[config.mk]
export PLATFORM = sky130hd
export DESIGN_NAME = system_bus
export DESIGN_NICKNAME = d
export VERILOG_FILES = /design/src/verilog/mcu_pkg.sv /design/src/verilog/system_bus.sv
export SDC_FILE = /design/constraint.sdc
export NUM_CORES = 1
export LEC_CHECK = 0
export BUFFER_PORTS_ARGS = -buffer_cell sky130_fd_sc_hd__buf_2
export CORE_AREA = 3 3 148 150
export DETAILED_ROUTE_END_ITERATION = 8
export DIE_AREA = 0 0 151 153
export PLACE_DENSITY_LB_ADDON = 0.2
export SYNTH_ARGS = -nofsm -noshare
export SYNTH_HDL_FRONTEND = slang
export SYNTH_SLANG_ARGS = --single-unit
[constraint.sdc]
create_clock -name clk_i -period 6.6 [get_ports clk_i]
set_input_delay 0.66 -clock clk_i [delete_from_list [all_inputs] [get_ports clk_i]]
set_output_delay 0.66 -clock clk_i [all_outputs]
set_load 0.005 [all_outputs]
[src/verilog/mcu_pkg.sv]
// system bus widths and memory map; all addresses are byte addresses
// every region must stay inside a 4 KiB window except the SRAM base at 0

package mcu_pkg;

  // bus widths
  localparam int unsigned ADDR_WIDTH = 32;
  localparam int unsigned DATA_WIDTH = 32;
  localparam int unsigned SEL_WIDTH = 4;

  // sram depth in 32-bit words
  localparam int unsigned RAM_WORDS = 1024;

  // region bases
  localparam logic [31:0] RAM_START = 32'h0000_0000;
  localparam logic [31:0] AO_PERIPH_START = 32'h2000_0000;
  localparam logic [31:0] DMA_START = 32'h2000_1000;

  // span of one peripheral region in bytes
  localparam logic [31:0] REGION_SIZE = 32'h0000_1000;

  // bus owner
  typedef enum logic {
    MASTER_HOST,
    MASTER_DMA
  } bus_master_e;

endpackage

[src/verilog/system_bus.sv]
// wishbone classic arbiter for host and dma plus address decoder
// owner keeps the bus until it drops cyc; one free cycle between owners
// unmapped addresses ack after one cycle with zero read data
`timescale 1ns/1ps

module system_bus (
  input  logic        clk_i,
  input  logic        rst_n_i,
  input  logic        h_cyc_i,
  input  logic        h_stb_i,
  input  logic        h_we_i,
  input  logic [31:0] h_adr_i,
  input  logic [31:0] h_dat_i,
  input  logic [3:0]  h_sel_i,
  output logic [31:0] h_dat_o,
  output logic        h_ack_o,
  input  logic        d_cyc_i,
  input  logic        d_stb_i,
  input  logic        d_we_i,
  input  logic [31:0] d_adr_i,
  input  logic [31:0] d_dat_i,
  input  logic [3:0]  d_sel_i,
  output logic [31:0] d_dat_o,
  output logic        d_ack_o,
  output logic        s_we_o,
  output logic [31:0] s_adr_o,
  output logic [31:0] s_dat_o,
  output logic [3:0]  s_sel_o,
  output logic        ram_stb_o,
  output logic        ao_stb_o,
  output logic        dma_stb_o,
  input  logic [31:0] ram_dat_i,
  input  logic        ram_ack_i,
  input  logic [31:0] ao_dat_i,
  input  logic        ao_ack_i,
  input  logic [31:0] dma_dat_i,
  input  logic        dma_ack_i
);

  mcu_pkg::bus_master_e owner_q;
  mcu_pkg::bus_master_e last_q;
  mcu_pkg::bus_master_e grant_d;
  logic        busy_q;
  logic        own_host;
  logic        own_cyc;
  logic        req;
  logic        sel_ram;
  logic        sel_ao;
  logic        sel_dma;
  logic        sel_none;
  logic        none_ack_q;
  logic        bus_ack;
  logic [31:0] bus_dat;

  function automatic logic in_region(input logic [31:0] adr, input logic [31:0] base,
                                     input logic [31:0] size);
    return (adr - base) < size;
  endfunction

  // round robin: on a tie the master not served last wins
  always_comb begin
    if (h_cyc_i && d_cyc_i) begin
      grant_d = (last_q == mcu_pkg::MASTER_HOST) ? mcu_pkg::MASTER_DMA : mcu_pkg::MASTER_HOST;
    end else if (h_cyc_i) begin
      grant_d = mcu_pkg::MASTER_HOST;
    end else begin
      grant_d = mcu_pkg::MASTER_DMA;
    end
  end

  always_ff @(posedge clk_i) begin
    if (!rst_n_i) begin
      busy_q  <= 1'b0;
      owner_q <= mcu_pkg::MASTER_HOST;
      last_q  <= mcu_pkg::MASTER_DMA;
    end else if (busy_q) begin
      if (!own_cyc) begin
        busy_q <= 1'b0;
        last_q <= owner_q;
      end
    end else if (h_cyc_i || d_cyc_i) begin
      busy_q  <= 1'b1;
      owner_q <= grant_d;
    end
  end

  assign own_host = (owner_q == mcu_pkg::MASTER_HOST);
  assign own_cyc  = own_host ? h_cyc_i : d_cyc_i;
  assign req      = busy_q & own_cyc & (own_host ? h_stb_i : d_stb_i);

  assign s_we_o  = own_host ? h_we_i : d_we_i;
  assign s_adr_o = own_host ? h_adr_i : d_adr_i;
  assign s_dat_o = own_host ? h_dat_i : d_dat_i;
  assign s_sel_o = own_host ? h_sel_i : d_sel_i;

  assign sel_ram  = in_region(s_adr_o, mcu_pkg::RAM_START, mcu_pkg::RAM_WORDS * 4);
  assign sel_ao   = in_region(s_adr_o, mcu_pkg::AO_PERIPH_START, mcu_pkg::REGION_SIZE);
  assign sel_dma  = in_region(s_adr_o, mcu_pkg::DMA_START, mcu_pkg::REGION_SIZE);
  assign sel_none = ~(sel_ram | sel_ao | sel_dma);

  assign ram_stb_o = req & sel_ram;
  assign ao_stb_o  = req & sel_ao;
  assign dma_stb_o = req & sel_dma;

  // responder for holes in the map
  always_ff @(posedge clk_i) begin
    if (!rst_n_i) begin
      none_ack_q <= 1'b0;
    end else begin
      none_ack_q <= req & sel_none & ~none_ack_q;
    end
  end

  assign bus_ack = (sel_ram & ram_ack_i) | (sel_ao & ao_ack_i) | (sel_dma & dma_ack_i) |
                   (sel_none & none_ack_q);
  assign bus_dat = sel_ram ? ram_dat_i : sel_ao ? ao_dat_i : sel_dma ? dma_dat_i : 32'h0;

  assign h_ack_o = busy_q & own_host & bus_ack;
  assign d_ack_o = busy_q & ~own_host & bus_ack;
  assign h_dat_o = bus_dat;
  assign d_dat_o = bus_dat;

endmodule

==> results by group <==
Route
  • Overall via count from detail_route: 3,736
  • DRC viols: 0
  • Total Routed Length: 14,550 um
  • Via density: around 4
  • 1st-pass router iterations: 4
  • Detailed-route wire length per cell: 15.27 um
  • Starting DRT DRC Count: between 100 and 150
  • Post-route antenna net violation count: 0

Clock tree
  • Clk pin slew, worst setup/hold paths: 30 ps
  • Gates resized, CTS repair: 0
  • Sink Count: 4
  • TritonCTS clock tree: done
  • Clock buffer count from CTS: 3
  • Clk_lat worst skew: approximately 230 ps
  • CTS HTree Levels: 1
  • Postcts setup bufs: 0
  • CTS max path bufs: 2
  • Clock Tree Root: clkbuf_16
  • Hold-fix buffers at CTS: 0

Worst setup path
  • R2R depth: 7
  • Crit end category: output pin
  • Critical Setup Path Class: register to output pin
  • CP required: 5940 ps
  • CP Max Fanout: 61
  • Startpoint types: register
  • Critical path arrival: 3740 ps

Final layout
  • Fin util: 0.2262
  • Area Overhead vs Synth: 74.58%
  • Inserted Diodes: 0
  • Nets: 924
  • Layout cells sized above 1: 0.7271

GRT
  • Overflow after GRT: 0
  • Largest net degree at the start of global routing: 62
  • First-pass GRT wire length: 21,000 um
  • Grt met1 use: 0.1451
  • Initial antenna violation count: 0
  • Grt met2 use: 0.2114
  • GRT Total Usage: 0.1148
  • GRT met3 Usage: 0.01631
  • Vias in the first global route: 3,730
  • GRT busiest layer: met2

Floorplanning
  • DIE HEIGHT: 153 um
  • Die Area: 0.02310 mm2
  • Core Box Area: between 0.02 and 0.025 mm2
  • Initial core utilization: 0.1296
  • Cell Rows: 53
  • Die width: 151 um
  • # IOs: 381

Timing
  • Endpoints failing setup: 0
  • Setup TNS: 0 ps
  • Worst slew pin tran: 950.0 ps
  • RSZ-0062 raised after global routing: no
  • Final Hold Vio Count: 0
  • Relative slew slack: 0.3667
  • Final min period: 4398 ps
  • Period utilization: 0.6663
  • Fmax: around 0.23 GHz
  • Fin. max-slew vios: 0
  • Skew final: 3.654 ps

Synthesis
  • Yosys reg bits: 4
  • Avg Cell Area, Syn: 7.729 um2
  • Synthesized Nets: 594
  • Syn. warnings: 0
  • Post-Synthesis Cells: 349
  • Ys flop type: dfxtp_1
  • Synthesized area: approximately 0.0027 mm2
  • Share of the yosys chip area belonging to registers: 0.02968
  • Post-synth ARST share: 0
  • Distinct cells, synth: 45
  • Post-synth EDFFs: 0

Placement
  • Final Wtd Congestion: approximately 0.88
  • I/O Buffers: 380
  • DP HPWL: 12,400 um

Power
  • Worst vdd ir: 0.00006944 V
  • Pwr Total: 352.2 uW
  • Pwr dens: around 75 mW/mm2
  • Total leakage power: 2.605 nW

Status
  • Run status: finished clean

Min path
  • Min-Delay Path Class: register to register
  • WHS Path Cells: 3

Job
  • Max_cap viols: 0
synth_stat cells (2+ instances only):
master     n  area [um2]
mux2i_1    3       30.03
mux2_2    95        1070
dfxtp_1    4       80.08
nand3_1   36       180.2
nor4_4     2       42.54
o22ai_1    3       18.77
ha_1       2       25.02
o311a_1    2       20.02
a211oi_1   2       15.01
inv_1     40       150.1
a21oi_1    5       25.02
nand2b_1   2       12.51
o31ai_1   33       247.7
buf_2      8       40.04
clkbuf_1  14       52.55
nor3b_1    4       30.03
nor4_1     3       18.77
nor3_1     5       25.02
nor4b_1    2       17.52
nand2_1    9       33.78
xnor2_1    5       43.79
buf_4     33       247.7
buf_1      3       11.26
nor2_1     8       30.03
nor4b_2    2       30.03
o21ai_0    5       25.02
per-layer routing:
metal,wire length [um],vias up
met5,0,-
met4,85,0
met3,865,6
met2,7382,143
met1,6215,1696
li1,-,1891
worst max-delay path, stage by stage (launching register included):
cell	delay (ps)
dfxtp_4	810
nor4b_1	450
o22ai_1	240
nor4_4	280
buf_4	410
nand2_2	540
mux2_1	550
buf_2	150
sequential cells by signal (all words and copies together) (netlist names):
name,cells
last_q,1
owner_q,1
none_ack_q,1
busy_q,1
where the power goes:
group | switching, mW | internal, mW | leakage (nW)
clock | 0.0184 | 0.0799 | 0.0382
sequential | 0.0109 | 0.0263 | 0.0337
combinational | 0.0928 | 0.124 | 2.53
layout make-up:
cell class / count / area (um2)
fill: 2368 / 16110
clock buffer: 4 / 78.83
tap: 275 / 344.1
multi-input combinational: 246 / 2121
inverter: 40 / 150.1
sequential: 4 / 83.83
timing repair buffer: 384 / 1932
kinds of logic (layout without fill, tap and decap cells):
kind of cell,after synthesis,count (layout),share of synthesized area
muxes,100,100,0.4174
buffers and inverters,99,428,0.1902
and+or+nand+nor,81,81,0.1781
AOI/OAI and AO/OA,57,57,0.1558
xor gates and xnor gates,6,6,0.01948
DFF,4,4,0.02969
adders and majority gates,2,2,0.009275
final timing paths:
kind / from / to / slack (ps)
max reg2reg: owner_q / none_ack_q / 3730
min: none_ack_q / none_ack_q / 500
max: owner_q / d_dat_o[2] / 2200
min reg2reg: none_ack_q / none_ack_q / 500
through the flow:
step	hold slack (ps)	instances	worst slack [ps]	instance area, um2
floorplan	476.1	349	3392	2698
global placement	510.5	949	2315	4631
detailed placement	497.8	949	2289	4631
CTS	503.1	953	2032	4710
global route	555.2	953	1850	4710
finish	501.8	953	2202	4710
placed cells by master (no fill, tap or decap), types with 2 or more instances in the layout:
master	Yosys	final
a211oi_1	2	2
a21oi_1	5	5
buf_2	8	380
buf_4	33	4
clkbuf_16	0	3
dfxtp_1	4	3
ha_1	2	2
inv_1	40	40
mux2_2	95	95
mux2i_1	3	3
nand2_1	9	9
nand2b_1	2	2
nand3_1	36	36
nor2_1	8	8
nor3_1	5	5
nor3b_1	4	4
nor4_1	3	3
nor4_4	2	2
nor4b_1	2	2
nor4b_2	2	2
o21ai_0	5	5
o22ai_1	3	3
o311a_1	2	2
o31ai_1	33	33
xnor2_1	5	5
Power figures use the tool's default switching activity.
