## src/verilog/periph_pkg.sv

```systemverilog
// register map of the always-on peripheral and the dma
// offsets are byte offsets inside a 4 KiB region, word aligned

package periph_pkg;

  localparam int unsigned GPIO_WIDTH = 8;

  // always-on peripheral
  localparam logic [11:0] GPIO_OUT_OFS = 12'h000;
  localparam logic [11:0] GPIO_OE_OFS = 12'h004;
  localparam logic [11:0] GPIO_IN_OFS = 12'h008;
  localparam logic [11:0] EXIT_VALUE_OFS = 12'h00C;
  localparam logic [11:0] EXIT_VALID_OFS = 12'h010;

  // dma; size counts words, ctrl bit 0 start, bit 1 done
  localparam logic [11:0] DMA_SRC_OFS = 12'h000;
  localparam logic [11:0] DMA_DST_OFS = 12'h004;
  localparam logic [11:0] DMA_SIZE_OFS = 12'h008;
  localparam logic [11:0] DMA_CTRL_OFS = 12'h00C;

  typedef enum logic [1:0] {
    DMA_IDLE,
    DMA_READ,
    DMA_WRITE,
    DMA_DONE
  } dma_state_e;

endpackage

```

## src/verilog/dma_engine.sv

```systemverilog
// word-copy dma: one read then one write per word, one transfer in flight
// addresses step by 4; size 0 completes at once; start while busy is dropped
`timescale 1ns/1ps

module dma_engine (
  input  logic        clk_i,
  input  logic        rst_n_i,
  input  logic        cfg_stb_i,
  input  logic        cfg_we_i,
  input  logic [11:0] cfg_adr_i,
  input  logic [31:0] cfg_dat_i,
  output logic [31:0] cfg_dat_o,
  output logic        cfg_ack_o,
  output logic        m_cyc_o,
  output logic        m_stb_o,
  output logic        m_we_o,
  output logic [31:0] m_adr_o,
  output logic [31:0] m_dat_o,
  output logic [3:0]  m_sel_o,
  input  logic [31:0] m_dat_i,
  input  logic        m_ack_i,
  output logic        dma_done_o
);

  periph_pkg::dma_state_e state_q;
  logic [31:0] src_q;
  logic [31:0] dst_q;
  logic [31:0] size_q;
  logic [31:0] cnt_q;
  logic [31:0] buf_q;
  logic        cyc_q;
  logic        busy;
  logic        cfg_wr;
  logic        ctrl_wr;

  assign cfg_wr  = cfg_stb_i & cfg_we_i & ~cfg_ack_o;
  assign ctrl_wr = cfg_wr & (cfg_adr_i == periph_pkg::DMA_CTRL_OFS);
  assign busy    = (state_q == periph_pkg::DMA_READ) || (state_q == periph_pkg::DMA_WRITE);

  // configuration registers
  always_ff @(posedge clk_i) begin
    if (!rst_n_i) begin
      cfg_ack_o <= 1'b0;
      src_q     <= '0;
      dst_q     <= '0;
      size_q    <= '0;
    end else begin
      cfg_ack_o <= cfg_stb_i & ~cfg_ack_o;
      if (cfg_wr) begin
        case (cfg_adr_i)
          periph_pkg::DMA_SRC_OFS:  src_q <= cfg_dat_i;
          periph_pkg::DMA_DST_OFS:  dst_q <= cfg_dat_i;
          periph_pkg::DMA_SIZE_OFS: size_q <= cfg_dat_i;
          default: ;
        endcase
      end
    end
  end

  always_ff @(posedge clk_i) begin
    if (cfg_stb_i && !cfg_ack_o) begin
      case (cfg_adr_i)
        periph_pkg::DMA_SRC_OFS:  cfg_dat_o <= src_q;
        periph_pkg::DMA_DST_OFS:  cfg_dat_o <= dst_q;
        periph_pkg::DMA_SIZE_OFS: cfg_dat_o <= size_q;
        periph_pkg::DMA_CTRL_OFS: cfg_dat_o <= {30'h0, dma_done_o, busy};
        default:                  cfg_dat_o <= 32'h0;
      endcase
    end
  end

  // copy fsm; cyc drops for a cycle after every ack so the arbiter can rotate
  always_ff @(posedge clk_i) begin
    if (!rst_n_i) begin
      state_q <= periph_pkg::DMA_IDLE;
      cyc_q   <= 1'b0;
      cnt_q   <= '0;
    end else begin
      case (state_q)
        periph_pkg::DMA_IDLE: begin
          if (ctrl_wr && cfg_dat_i[0]) begin
            cnt_q   <= '0;
            state_q <= (size_q == 32'h0) ? periph_pkg::DMA_DONE : periph_pkg::DMA_READ;
          end
        end
        periph_pkg::DMA_READ: begin
          if (m_ack_i) begin
            cyc_q   <= 1'b0;
            state_q <= periph_pkg::DMA_WRITE;
          end else begin
            cyc_q <= 1'b1;
          end
        end
        periph_pkg::DMA_WRITE: begin
          if (m_ack_i) begin
            cyc_q   <= 1'b0;
            cnt_q   <= cnt_q + 32'd1;
            state_q <= (cnt_q + 32'd1 == size_q) ? periph_pkg::DMA_DONE : periph_pkg::DMA_READ;
          end else begin
            cyc_q <= 1'b1;
          end
        end
        default: begin
          if (ctrl_wr && cfg_dat_i[1]) begin
            state_q <= periph_pkg::DMA_IDLE;
          end
        end
      endcase
    end
  end

  always_ff @(posedge clk_i) begin
    if (state_q == periph_pkg::DMA_READ && m_ack_i) begin
      buf_q <= m_dat_i;
    end
  end

  assign m_cyc_o    = cyc_q;
  assign m_stb_o    = cyc_q;
  assign m_we_o     = (state_q == periph_pkg::DMA_WRITE);
  assign m_adr_o    = (m_we_o ? dst_q : src_q) + {cnt_q[29:0], 2'b00};
  assign m_dat_o    = buf_q;
  assign m_sel_o    = 4'hF;
  assign dma_done_o = (state_q == periph_pkg::DMA_DONE);

endmodule

```

## config.mk

```make
export PLATFORM = sky130hd
export DESIGN_NAME = dma_engine
export DESIGN_NICKNAME = d
export VERILOG_FILES = /design/src/verilog/periph_pkg.sv /design/src/verilog/dma_engine.sv
export SDC_FILE = /design/constraint.sdc
export NUM_CORES = 1
export LEC_CHECK = 0
export BUFFER_PORTS_ARGS = -buffer_cell sky130_fd_sc_hd__buf_2
export CELL_PAD_IN_SITES_DETAIL_PLACEMENT = 1
export CELL_PAD_IN_SITES_GLOBAL_PLACEMENT = 1
export CORE_MARGIN = 2
export CORE_UTILIZATION = 39
export CTS_BUF_LIST = sky130_fd_sc_hd__clkbuf_2
export DETAILED_ROUTE_END_ITERATION = 7
export HOLD_SLACK_MARGIN = 0.12
export MAX_ROUTING_LAYER = met4
export PLACE_DENSITY_LB_ADDON = 0.1
export SLEW_MARGIN = 20
export SYNTH_ARGS = -nofsm -noshare
export SYNTH_HDL_FRONTEND = slang
export SYNTH_SLANG_ARGS = --single-unit
```

## constraint.sdc

```tcl
create_clock -name clk_i -period 4.3 [get_ports clk_i]
set_clock_uncertainty 0.2 [all_clocks]
set_input_delay 0.43 -clock clk_i [delete_from_list [all_inputs] [get_ports clk_i]]
set_output_delay 0.43 -clock clk_i [all_outputs]
set_load 0.02 [all_outputs]
```

==> flow_summary.ini <==
[outcome]
status = finished, violations left
violations = DRC, setup timing

[place]
place_congestion = 0.911
io_buffer_count = 181
hpwl_um = 28500
place_inst = 1765
place_ws_ns = -0.204

[global_route]
grt.total_usage_pct = 29.1
grt_start_max_net_pins = 75
grt_pass1_wl_um = 62700
grt_overflow_total = 0
grt_pass1_vias = 10700
antenna_found_initial = 2

[clock_tree]
clkLatencyLatePin_ns = 0.79
cts_tree = done
clock_sinks = 196
h-tree-depth = 4
numCtsBuffers = 17
path_clk_slew_ns = 0.33
cts_root_buffer = clkbuf_2
cts_buffer_depth = 2

[yosys]
syn_inst = 1280
synth-edff-count = 64
netlist_top_cells_area = dfxtp_1 (25%), edfxtp_1 (18%), nand2_1 (9.1%)
ys.flop_type = dfxtp_1
yosysTopAreaCellShare_pct = 24.6
synth_area_per_cell_um2 = 8.39
synth_area_um2 = 10700
ys_ff_latch = 196
synth_largest_area_cell = dfxtp_1
yosysWarnings = 0
async_reset_ff_share_pct = 0
synth_cell_types = 72
ys_seq_area_share_pct = 42.5

[timing]
setup_slack_ns = -0.502
final-hold-violation-count = 0
slew_headroom_pct = 24.3
max_freq_mhz = 208
worst_pin_slew_ns = 1.14
finalMaxSlewViolations = 0
setup_viol = 20
rsz0062_at_grt = yes
fin_crit_ns = 4.80
finalCritPeriodShare_pct = 112

[floorplan]
start_util_pct = 39.7
num_io_pins = 186
die-area_um2 = 28900
chipHeight_um = 170
die_w_um = 170
core_um2 = 27000
row_count = 60

[pwr]
seqPwrFrac_pct = 61.9
switching_share_pct = 28.4
p_leak_nw = 5.49
combPwrFrac_pct = 7.6
clkPwrFrac_pct = 30.5
intPower_mw = 2.24
ir_drop_mv = 0.173
powerDensity_nw_per_um2 = 219
p_switching_mw = 0.888

[drt]
drc = 1
first_iter_violations = 812
vias = 10700
vias_per_cell = 5.57
ant_nets = 0
first_pass_iters = 7
routedWlPerCell_um = 21.7
wirelength_um = 41800

[worst_setup_path]
crit_arrival_ns = 4.17
path_buf_inv = 4
r2r_end = state_q[1]$_SDFFE_PN0P_
cp-start-kind = register
cpLargestDelayFamily = simple AND/OR/NAND/NOR gates
worst_path_max_delay_cell = or4_4
cpPeakStageDelay_ns = 0.44
worstPathCellList = inv_2 -> ha_4 -> buf_12 -> buf_12 -> mux2_2 -> ha_4 -> and4_4 -> a221oi_2 -> o21ai_1 -> a21o_1 -> a31oi_4 -> or4_4 -> nand4_1 -> or3b_4 -> buf_6
crit_fanout = 8
r2r-start = cnt_q[0]$_SDFFE_PN0P_
r2r_cells = 10
crit_required_ns = 3.67
end_kind = output port
worst-r2r-setup-slack_ns = 0.45
critical_path_class = reg -> out

[finish]
fin_nets = 1686
drive_above_1_share_pct = 25.8
layout.cells.non_filler = 1925
nFillCells = 3205
final_util_pct = 52.7
area_growth_pct = 32.6

[hold_path]
worstHoldEndpoint = m_dat_o[2]$_DFFE_PP_
worstHoldPathType = in -> reg
hold_depth = 2
min-delay-start = m_dat_i[2]

[job]
cap_viol_max_count = 0
sequential cells by signal (all words and copies together) (netlist names):
register and flops:
dst_q 32, state_q 2, cnt_q 32, cfg_dat_o 32, src_q 32, cfg_ack_o 1
m_dat_o 32, size_q 32, m_cyc_o 1
how the worst max path moves through the flow:
stage | start | end | slack, ns | depth (start not counted)
5_1_grt | state_q[0]$_SDFFE_PN0P_ | m_adr_o[29] | -0.69 | 16
3_3_place_gp | state_q[0]$_SDFFE_PN0P_ | m_adr_o[31] | -0.12 | 15
3_5_place_dp | state_q[0]$_SDFFE_PN0P_ | m_adr_o[31] | -0.20 | 15
2_1_floorplan | state_q[0]$_SDFFE_PN0P_ | m_adr_o[30] | 0.02 | 16
6_report | state_q[0]$_SDFFE_PN0P_ | m_adr_o[30] | -0.50 | 15
4_1_cts | state_q[0]$_SDFFE_PN0P_ | m_adr_o[20] | -0.60 | 16
cell usage after synthesis (6+ instances only):
cell type and instances:
clkbuf_1 64, a21oi_1 189, ha_1 34, nor3_1 20, a21o_1 9, mux2_2 32, nor2_1 132, mux2i_1 31
o21ai_0 42, xnor2_1 47, and2_1 10, nand2_1 259, nand3_1 26, inv_1 15, and3_1 6, nand4_1 8
nor2b_1 8, edfxtp_1 64, nor4_1 18, and4_1 7, buf_4 7, xor2_1 27, dfxtp_1 132
layout make-up:
cell class	instances	area [um2]	area share [%]
antenna	1	2.50	0.0176
clock buffer	18	90.1	0.632
clock inverter	14	160	1.12
inverter	15	57.6	0.404
multi-input combinational	994	6400	45.0
sequential	196	4570	32.1
tap	341	427	3.00
timing repair buffer	346	2540	17.8
cell usage in the layout, fill, tap and decap left out, drive strengths merged, types with 6 or more instances in the layout:
cell type,instances
o21ai,42
nand3,27
and3,6
nand4,8
nor4,19
buf,250
ha,34
dlygate4sd3,96
clkbuf,18
dfxtp,132
and2,11
mux2,32
inv,20
nor2b,8
xnor2,47
edfxtp,64
and4,9
a21oi,189
xor2,27
nor3,20
a21o,9
mux2i,31
nand2,260
clkinv,9
nor2,133
power by group through the flow:
stage / registers [mW] / clock network [mW] / logic, mW
after floorplan: 1.99 / 0 / 0.0541
after global placement: 1.97 / 0 / 0.162
after detailed placement: 1.97 / 0 / 0.162
after CTS: 1.94 / 0.977 / 0.230
after global routing: 1.94 / 1.04 / 0.249
final: 1.94 / 0.953 / 0.236
routing by layer:
layer | routed length (um) | share of wire (%) | track usage (%) | vias to the layer above
met1 | 18900 | 45 | 39.9 | 5283
met5 | 0 | 0 | - | -
met2 | 19400 | 46 | 46.7 | 373
li1 | - | - | - | 5034
met4 | 677 | 1.6 | 6.47 | 0
met3 | 2810 | 6.7 | 3.16 | 36
logic make-up after synthesis:
family	after synthesis	synth area share [%]
and+or+nand+nor	530	21.9
DFF	196	42.5
AOI/OAI and AO/OA	286	15.1
buffers and inverters	93	3.61
adders and majority gates	35	4.15
muxes	65	6.66
xor gates and xnor gates	74	6.04
other	1	0.0349
per-stage QoR:
stage          total power [mW]  hold WS (ns)  TNS (ns)  cell area (um2)
6_report                   3.12         0.179     -5.79            14200
5_1_grt                    3.23         0.121    -10.12            14200
3_5_place_dp               2.13         0.265    -0.409            12100
2_1_floorplan              2.04         0.243         0            10800
3_3_place_gp               2.13         0.253    -0.115            12100
4_1_cts                    3.14         0.124     -7.83            14000
repair_timing:
item / CTS / global route
hold endpoints to repair: 169 / 1
hold buffers: 95 / 1
buffers inserted: 23 / 8
setup endpoints to repair: 21 / 22
gates resized for setup: 110 / 29
pin swaps: 44 / 31
gates cloned: 1 / 0
Note: power is estimated with default switching activity, not from simulation.
