==> config.mk <==
export PLATFORM = sky130hd
export DESIGN_NAME = ao_peripheral
export DESIGN_NICKNAME = d
export VERILOG_FILES = /design/src/verilog/periph_pkg.sv /design/src/verilog/ao_peripheral.sv
export SDC_FILE = /design/constraint.sdc
export NUM_CORES = 1
export LEC_CHECK = 0
export BUFFER_PORTS_ARGS = -buffer_cell sky130_fd_sc_hd__clkbuf_2
export CORE_ASPECT_RATIO = 0.7
export CORE_MARGIN = 2
export CORE_UTILIZATION = 44
export DETAILED_ROUTE_END_ITERATION = 6
export PLACE_DENSITY_LB_ADDON = 0.3
export SYNTH_ARGS = -nofsm -noshare
export SYNTH_HDL_FRONTEND = slang
export SYNTH_SLANG_ARGS = --single-unit
export TNS_END_PERCENT = 100
==> constraint.sdc <==
create_clock -name clk_i -period 3 [get_ports clk_i]
set_clock_uncertainty 0.1 [all_clocks]
set_input_delay 0.45 -clock clk_i [delete_from_list [all_inputs] [get_ports clk_i]]
set_output_delay 0.45 -clock clk_i [all_outputs]
set_load 0.05 [all_outputs]
==> src/verilog/periph_pkg.sv <==
// register map of the always-on peripheral and the dma
// offsets are byte offsets inside a 4 KiB region, word aligned

package periph_pkg;

  localparam int unsigned GPIO_WIDTH = 8;

  // always-on peripheral
  localparam logic [11:0] GPIO_OUT_OFS = 12'h000;
  localparam logic [11:0] GPIO_OE_OFS = 12'h004;
  localparam logic [11:0] GPIO_IN_OFS = 12'h008;
  localparam logic [11:0] EXIT_VALUE_OFS = 12'h00C;
  localparam logic [11:0] EXIT_VALID_OFS = 12'h010;

  // dma; size counts words, ctrl bit 0 start, bit 1 done
  localparam logic [11:0] DMA_SRC_OFS = 12'h000;
  localparam logic [11:0] DMA_DST_OFS = 12'h004;
  localparam logic [11:0] DMA_SIZE_OFS = 12'h008;
  localparam logic [11:0] DMA_CTRL_OFS = 12'h00C;

  typedef enum logic [1:0] {
    DMA_IDLE,
    DMA_READ,
    DMA_WRITE,
    DMA_DONE
  } dma_state_e;

endpackage

==> src/verilog/ao_peripheral.sv <==
// always-on gpio block plus exit registers; gpio_i is asynchronous
// exit valid is sticky until reset; byte selects are ignored
`timescale 1ns/1ps

module ao_peripheral (
  input  logic                              clk_i,
  input  logic                              rst_n_i,
  input  logic                              stb_i,
  input  logic                              we_i,
  input  logic [11:0]                       adr_i,
  input  logic [31:0]                       dat_i,
  output logic [31:0]                       dat_o,
  output logic                              ack_o,
  input  logic [periph_pkg::GPIO_WIDTH-1:0] gpio_i,
  output logic [periph_pkg::GPIO_WIDTH-1:0] gpio_o,
  output logic [periph_pkg::GPIO_WIDTH-1:0] gpio_oe_o,
  output logic                              exit_valid_o,
  output logic [31:0]                       exit_value_o
);

  logic [periph_pkg::GPIO_WIDTH-1:0] sync_q1;
  logic [periph_pkg::GPIO_WIDTH-1:0] sync_q2;
  logic                              wr;

  assign wr = stb_i & we_i & ~ack_o;

  always_ff @(posedge clk_i) begin
    if (!rst_n_i) begin
      ack_o        <= 1'b0;
      gpio_o       <= '0;
      gpio_oe_o    <= '0;
      exit_valid_o <= 1'b0;
      exit_value_o <= '0;
      sync_q1      <= '0;
      sync_q2      <= '0;
    end else begin
      ack_o   <= stb_i & ~ack_o;
      sync_q1 <= gpio_i;
      sync_q2 <= sync_q1;
      if (wr) begin
        case (adr_i)
          periph_pkg::GPIO_OUT_OFS:   gpio_o <= dat_i[periph_pkg::GPIO_WIDTH-1:0];
          periph_pkg::GPIO_OE_OFS:    gpio_oe_o <= dat_i[periph_pkg::GPIO_WIDTH-1:0];
          periph_pkg::EXIT_VALUE_OFS: exit_value_o <= dat_i;
          periph_pkg::EXIT_VALID_OFS: exit_valid_o <= exit_valid_o | dat_i[0];
          default: ;
        endcase
      end
    end
  end

  always_ff @(posedge clk_i) begin
    if (stb_i && !ack_o) begin
      case (adr_i)
        periph_pkg::GPIO_OUT_OFS:   dat_o <= 32'(gpio_o);
        periph_pkg::GPIO_OE_OFS:    dat_o <= 32'(gpio_oe_o);
        periph_pkg::GPIO_IN_OFS:    dat_o <= 32'(sync_q2);
        periph_pkg::EXIT_VALUE_OFS: dat_o <= exit_value_o;
        periph_pkg::EXIT_VALID_OFS: dat_o <= {31'h0, exit_valid_o};
        default:                    dat_o <= 32'h0;
      endcase
    end
  end

endmodule

==> results.toml, run 1 <==
[run_status]
outcome = "finished clean"

[synthesis]
synthesis.nets = 386
synth_area_sq_um = 3770
ys_seq_area_share_pct = 60.54
ys_ff_latch = 98
synth_area_per_cell_sq_um = 11.42
synth.distinct_cells = 24
yosys_warnings = 0
syn_inst = 330

[cts]
cts-buffers-inserted = 9
cts_sinks = 98
clockBufferDepth = 2
root_buffer = "clkbuf_16"
cts_resized = 0
clk_pin_slew_worst_paths_ns = 0.06
cts_max_level = 3
cts_tree = "yes"
clock_latency_ns = 0.34
postCtsSetupRepairBufs = 0
cts_hold_buf = 0

[grt]
grt_pass1_wl_mm = 14.19
grt_use_met2_pct = 31.36
grt_max_degree = 65
grt_use_met3_pct = 5.314
grt_pass1_vias = 2806
busiest_layer = "met2"
grt_usage_pct = 20.05
grt-ovfl-total = 0
grt_use_met1_pct = 27.46
antenna_found_initial = 0

[die]
dieWidth_um = 114.6
start_util_pct = 45.02
io_pins = 138
die-area_sq_um = 9336
dieHeight_um = 81.45
num_rows = 28
core_sq_um = 8373

[route]
ant_nets = 0
drc_errors = 0
num_vias = 2910
via_per_inst = 5.141
drtPass1Iterations = 4
drt_wl_total_mm = 9.007
wl_per_cell_um = 15.91
drt-initial-drc-count = 106

[power_and_ir_drop]
power.density_nw_per_um2 = 561.1
switching_share_pct = 23.46
seq_power_share_pct = 51.9
leakagePower_nw = 2.201
p_comb_share_pct = 7.7
p_int_mw = 2.073
vdd_drop_max_mv = 0.3298
p_sw_mw = 0.6354
p_clk_share_pct = 40.4

[worst_setup_path]
crit_arrival_ns = 2.43
required_ns = 3.12
critPathBufInv = 1
cp_top_family = "simple AND/OR/NAND/NOR gates"
cp-start-kind = "input port"
cp_cell_sequence = "clkbuf_2 -> or4_4 -> or4_4 -> or4_4 -> mux2i_1"
slowest_delay_ns = 0.62
path_max_fanout = 9
worst_path_max_delay_cell = "or4_4"
crit_top_cell = "or4_4"
crit_type = "in2reg"
end_kind = "flip-flop"

[timing]
finalCritPeriodShare_pct = 76.84
slew_headroom_pct = 59.35
finalHoldViolCount = 0
fin_crit_ns = 2.305
drv_slew = 0
setup-tns-final_ns = 0
setup_viol = 0
grt_setup_unrepaired = "no"
fmaxAchievable_mhz = 433.8
worst_pin_slew_ns = 0.6097
setup_ws_ns = 0.6947

[layout]
drive_gt1_share_pct = 37.09
fin_cells = 566
syn_to_final_growth_pct = 28.05
final_nets = 512
final_area_sq_um = 4827
nFillCells = 744
diodes = 0
fin_util_pct = 57.65

[placed_design]
placed_cell_area_sq_um = 4538
preCtsSetupSlack_ns = 0.3546
dpl.hpwl_mm = 6.263
gp_congestion = 0.8499
io_buffer_count = 137
placedCellCount = 550

[min_path]
hold_class = "in2reg"

[run]
cap_violations = 0
[synthesized netlist by cell type, drive strengths merged]
library cell / count / area, sq um
nor2: 1 / 3.750
nand3b: 2 / 15.01
inv: 1 / 3.750
nor4: 1 / 6.260
nand2: 50 / 187.7
and2b: 7 / 52.55
nor3: 2 / 10.01
clkbuf: 24 / 90.09
nor2b: 2 / 12.51
or4: 5 / 48.79
o211a: 1 / 10.01
o21ai: 32 / 160.2
edfxtp: 32 / 960.9
mux4: 8 / 180.2
nand2b: 1 / 6.260
a41oi: 1 / 8.760
buf: 4 / 30.03
and2: 41 / 256.5
nand3: 1 / 5.000
o211ai: 32 / 240.2
mux2i: 16 / 160.2
dfxtp: 66 / 1321
[per-layer routing]
layer  wire length (um)  vias to the layer above  share of wire, %
met5                  0                        -                 0
met4                121                        0               1.3
met3                586                       11               6.5
met2               4055                       94                45
met1               4244                     1378                47
li1                   -                     1427                 -
[power groups by stage]
| stage | Sequential [mW] | Combinational (mW) | Clock, mW |
|---|---|---|---|
| finish | 1.41 | 0.209 | 1.09 |
| global route | 1.41 | 0.225 | 1.18 |
| CTS | 1.40 | 0.210 | 1.13 |
| detailed placement | 1.43 | 0.210 | 0 |
| global placement | 1.43 | 0.209 | 0 |
| floorplan | 1.51 | 0.0621 | 0 |
[worst paths after layout]
path	startpoint	end	slack [ns]	cells past startpoint
worst min register to register	sync_q1[0]	sync_q2[0]	0.33	1
worst min-delay path	gpio_i[3]	sync_q1[3]	0.22	2
worst max-delay path	adr_i[0]	gpio_oe_o[2]	0.69	5
worst max register to register	ack_o	gpio_o[4]	1.25	4
[layout make-up]
class	count	area, sq um	area share (%)
well taps	105	131.4	2.722
clock buffers	11	254.0	5.262
repair buffers	143	743.2	15.40
inverters	1	3.754	0.07776
clock inverters	5	35.03	0.7258
multi-input cells	203	1378	28.54
flip-flops and latches	98	2282	47.28
[per-stage QoR]
| step | power (mW) | hold WS [ns] |
|---|---|---|
| final | 2.709 | 0.2154 |
| after global routing | 2.808 | 0.2095 |
| after CTS | 2.741 | 0.2014 |
| after detailed placement | 1.645 | 0.3187 |
| after global placement | 1.642 | 0.3150 |
| after floorplan | 1.568 | 0.3119 |
[state kept, by name, summed over array words and instances, names as in the netlist]
signal        count
sync_q1           8
gpio_o            8
exit_value_o     32
sync_q2           8
exit_valid_o      1
gpio_oe_o         8
ack_o             1
dat_o            32
[layout by cell type, fill, tap and decap left out, drive strengths merged]
cell,netlist,final
nand3,1,1
edfxtp,32,32
dfxtp,66,66
or4,5,5
mux4,8,8
and2,41,41
clkinv,0,3
o211ai,32,32
nor2b,2,2
nor3,2,2
o211a,1,1
nand2b,1,1
nor2,1,1
nand2,50,50
nand3b,2,2
o21ai,32,32
buf,4,7
a41oi,1,1
clkbuf,24,147
and2b,7,7
mux2i,16,16
nor4,1,1
inv,1,3
[kinds of logic (layout without fill, tap and decap cells)]
| family | Yosys count | in the layout | synth area share, % |
|---|---|---|---|
| compound gates | 66 | 66 | 11.12 |
| flops | 98 | 98 | 60.54 |
| simple gates | 113 | 113 | 16.03 |
| buf+inv | 29 | 160 | 3.286 |
| mux | 24 | 24 | 9.027 |
Note: power is estimated with default switching activity, not from simulation.
==> run 2: changes to the inputs <==
CORE_UTILIZATION = 45   (was 44)
clock period = 2.2 ns   (was 3 ns; I/O delays follow)
==> run 2 against run 1 <==
Via count rose by 1.6%. Largest power group unchanged. Combinational power rose by 40%. Final cell count increased by 0.53%. Worst hold slack worse by 0.11 ns.
==> results.toml, run 2 (synthesis gave the netlist of run 1 again) <==
[route]
drt_wl_total_mm = 8.851
via_per_inst = 5.199
drc_errors = 0
wl_per_cell_um = 15.56
num_vias = 2958
ant_nets = 0
drtPass1Iterations = 4
drt-initial-drc-count = 173

[cts]
clk_pin_slew_worst_paths_ns = 0.06
postCtsSetupRepairBufs = 0
cts_resized = 0
cts_tree = "yes"
cts_max_level = 3
clockBufferDepth = 2
cts-buffers-inserted = 9
cts_hold_buf = 0
root_buffer = "clkbuf_16"
cts_sinks = 98
clock_latency_ns = 0.33

[worst_setup_path]
critPathBufInv = 1
slowest_delay_ns = 0.61
cp_cell_sequence = "clkbuf_2 -> or4_1 -> or4_4 -> or4_4 -> mux2i_1"
crit_arrival_ns = 2.24
cp-start-kind = "input port"
crit_top_cell = "or4_4"
crit_type = "in2reg"
worst_path_max_delay_cell = "or4_4"
path_max_fanout = 8
end_kind = "flip-flop"
cp_top_family = "simple AND/OR/NAND/NOR gates"
required_ns = 2.32
critical_path_depth = 5
ff2ff_path_depth = 5

[timing]
fin_crit_ns = 2.122
finalCritPeriodShare_pct = 96.44
slew_headroom_pct = 68.01
grt_setup_unrepaired = "no"
finalHoldViolCount = 0
setup_viol = 0
worst_pin_slew_ns = 0.4784
fin_hold_ws_ns = 0.1004
drv_slew = 0
fmaxAchievable_mhz = 471.3

[power_and_ir_drop]
power.density_nw_per_um2 = 746.2
power_mw = 3.665
leakagePower_nw = 2.251
vdd_drop_max_mv = 0.4053

[placed_design]
gp_congestion = 0.8338
placed_cell_area_sq_um = 4631
dpl.hpwl_mm = 6.248
placedCellCount = 554
io_buffer_count = 137

[die]
start_util_pct = 47.09
num_rows = 27
core_sq_um = 8006
die-area_sq_um = 9137
dieHeight_um = 80.58
dieWidth_um = 113.4
io_pins = 138

[layout]
drive_gt1_share_pct = 38.25
final_area_sq_um = 4911
final_cell_mix = "136 x clkbuf_2, 66 x dfxtp_1, 50 x nand2_1"
top_regs = "dat_o (32), exit_value_o (32)"
final_common_cell = "clkbuf_2"
diodes = 0
fin_cells = 569
final_nets = 520
syn_to_final_growth_pct = 30.27

[run_status]
outcome = "finished clean"

[grt]
grt_pass1_vias = 2718
grt_pass1_wl_mm = 13.79
antenna_found_initial = 0
grt-ovfl-total = 0
grt_max_degree = 99
grt_usage_pct = 19.84

[run]
cap_violations = 0

[min_path]
hold_class = "in2reg"
whs_path_depth = 2
run 2: cell count changes in the layout (fill, tap and decap cells not counted), sizes merged:
cell    delta
buf        +8
clkinv     +1
inv        -2
run 2: worst reg2reg max path, delay by kind of cell (launching register included):
family        cells  cell delay (ns)
buf+inv           1             0.17
mux               1             0.19
flops             1             0.33
simple gates      3             0.95
run 2: power by group:
group / internal [mW] / switching (mW) / total [mW]
clock network: 0.822 / 0.634 / 1.46
registers: 1.91 / 0.0108 / 1.92
logic: 0.0899 / 0.203 / 0.293
total: 2.82 / 0.848 / 3.66
run 2: worst paths after layout:
path                                  from            to  slack, ns
worst max register to register       ack_o     gpio_o[4]       0.37
worst max-delay path              adr_i[9]  gpio_oe_o[7]       0.08
worst min register to register  sync_q1[4]    sync_q2[4]       0.33
worst min-delay path             gpio_i[4]    sync_q1[4]       0.10
run 2: metal layers:
metal  track usage, %  share of wire [%]
met2            30.60                 45
met3            6.038                7.1
met5                0                  0
met1            26.51                 46
met4            7.317                1.5
run 2: per-stage QoR:
step                      setup WS (ns)  setup TNS, ns  util [%]
final                           0.07840              0     61.34
after global routing            0.04204              0     61.34
after CTS                       0.09414              0     61.34
after detailed placement        -0.2509         -8.307     57.84
after global placement          -0.2218         -7.610     57.84
after floorplan                 -0.2279         -1.824         -
run 2: cell type report:
class                           count  area [sq um]
Tap cell                          101         126.4
Sequential cell                    98          2282
Timing Repair Buffer              151         840.8
Clock buffer                       11         252.7
Inverter                            1         3.754
Clock inverter                      4         27.53
Multi-Input combinational cell    203          1378
Fill cell                         637          3095
==> run 3: changes to the inputs <==
CORE_MARGIN = 4   (was 2)
CTS_CLUSTER_SIZE = 28   (was not set)
==> run 3 against run 2 <==
Clock power barely moved. Critical path depth unchanged. Fmax rose by 0.10%. Sequential cell count stayed put. Register-to-register slack better by 0.05 ns. Global-route usage down 0.44 points. Count of clock-buffer cells in the layout up 1. Critical path type unchanged. Highest routed layer unchanged.
==> results.toml, run 3 (synthesis gave the netlist of run 1 again) <==
[timing]
grt_setup_unrepaired = "no"
setup_ws_ns = 0.08061
finalCritPeriodShare_pct = 96.34
fin_crit_ns = 2.119
slew_headroom_pct = 69.03
finalHoldViolCount = 0
worst_pin_slew_ns = 0.4632
drv_slew = 0
setup-tns-final_ns = 0
setup_viol = 0
fmaxAchievable_mhz = 471.8

[grt]
grt_pass1_wl_mm = 15.25
grt_pass1_vias = 2908
grt_max_degree = 99
grt-ovfl-total = 0
grt_usage_pct = 19.40
antenna_found_initial = 0

[min_path]
hold_class = "in2reg"

[layout]
drive_gt1_share_pct = 37.95
final_common_cell = "clkbuf_2"
nFillCells = 684
syn_to_final_growth_pct = 30.07
fin_util_pct = 61.24
fin_cells = 570
final_cell_mix = "136 x clkbuf_2, 66 x dfxtp_1, 50 x nand2_1"
multi_input_area_sq_um = 1378
final_nets = 520
top_regs = "dat_o (32), exit_value_o (32)"
diodes = 0
seqCellArea_sq_um = 2282

[worst_setup_path]
regToRegSetupSlack_ns = 0.42
path_max_fanout = 8
required_ns = 2.31
crit_arrival_ns = 2.23
crit_start = "adr_i[9]"
regToRegEndpoint = "gpio_oe_o[7]"
reg2reg_from = "ack_o"
end_kind = "flip-flop"
crit_type = "in2reg"
crit_end = "gpio_oe_o[7]"
cp-start-kind = "input port"
ff2ff_path_depth = 3

[route]
wl_per_cell_um = 16.14
via_per_inst = 5.140
drt_wl_total_mm = 9.197
ant_nets = 0
drt-initial-drc-count = 127
drtPass1Iterations = 5
drc_errors = 0
num_vias = 2930

[cts]
clockBufferDepth = 2
root_buffer = "clkbuf_16"
clock_latency_ns = 0.33
cts_max_level = 3
clk_pin_slew_worst_paths_ns = 0.07
cts_resized = 0
cts_tree = "yes"
cts_sinks = 98
postCtsSetupRepairBufs = 0
cts_hold_buf = 0
cts-buffers-inserted = 9

[die]
die-area_sq_um = 9929
dieHeight_um = 84.58
num_rows = 27
dieWidth_um = 117.4
core_sq_um = 8006
io_pins = 138
start_util_pct = 47.09

[power_and_ir_drop]
vdd_drop_max_mv = 0.4464
leakagePower_nw = 2.247
power.density_nw_per_um2 = 741.5

[placed_design]
placedCellCount = 554
dpl.hpwl_mm = 6.683
gp_congestion = 0.7756
preCtsSetupSlack_ns = -0.2575
io_buffer_count = 137

[run_status]
outcome = "finished clean"

[run]
cap_violations = 0
[run 3: cell count changes in the layout (fill, tap and decap cells not counted)]
cell,before,now
inv_4,0,2
clkinv_4,2,1
clkinv_2,2,1
clkbuf_1,0,2
clkbuf_8,2,1
[run 3: where the power goes]
group | internal (mW) | switching, mW | total (mW)
logic | 0.0900 | 0.204 | 0.294
clock network | 0.799 | 0.627 | 1.43
registers | 1.91 | 0.0110 | 1.92
[run 3: how the worst min path moves through the flow]
| stage | start | endpoint | cells after the start |
|---|---|---|---|
| finish | gpio_i[2] | sync_q1[2] | 2 |
| global route | gpio_i[2] | sync_q1[2] | 2 |
| CTS | gpio_i[2] | sync_q1[2] | 2 |
| detailed placement | sync_q1[0] | sync_q2[0] | 1 |
| global placement | sync_q1[4] | sync_q2[4] | 1 |
| floorplan | sync_q1[0] | sync_q2[0] | 1 |
[run 3: critical path, cell delays in order]
cell and delay, ns:
clkbuf_2 0.08, or4_1 0.59, or4_4 0.46, or4_4 0.60, mux2i_1 0.17
[run 3: through the flow]
step / hold WS [ns] / cell area, sq um / power, mW
floorplan: 0.3119 / 3779 / 2.138
detailed placement: 0.3177 / 4631 / 2.252
global route: 0.09455 / 4903 / 3.786
CTS: 0.08820 / 4903 / 3.675
finish: 0.09798 / 4903 / 3.636
global placement: 0.3156 / 4631 / 2.248
[run 3: layout make-up]
cell class | instances | share of cell area (%)
clock buffer | 12 | 5.027
multi-input combinational | 203 | 28.09
clock inverter | 4 | 0.5359
timing repair buffer | 151 | 17.15
inverter | 1 | 0.07655
sequential | 98 | 46.54
tap | 101 | 2.577
[run 3: per-layer routing]
metal	wire [um]	global-route usage, %	vias up
met5	0	0	-
met4	130	5.112	0
met3	727	7.677	12
met2	4282	29.51	101
met1	4056	26.07	1381
li1	-	-	1436
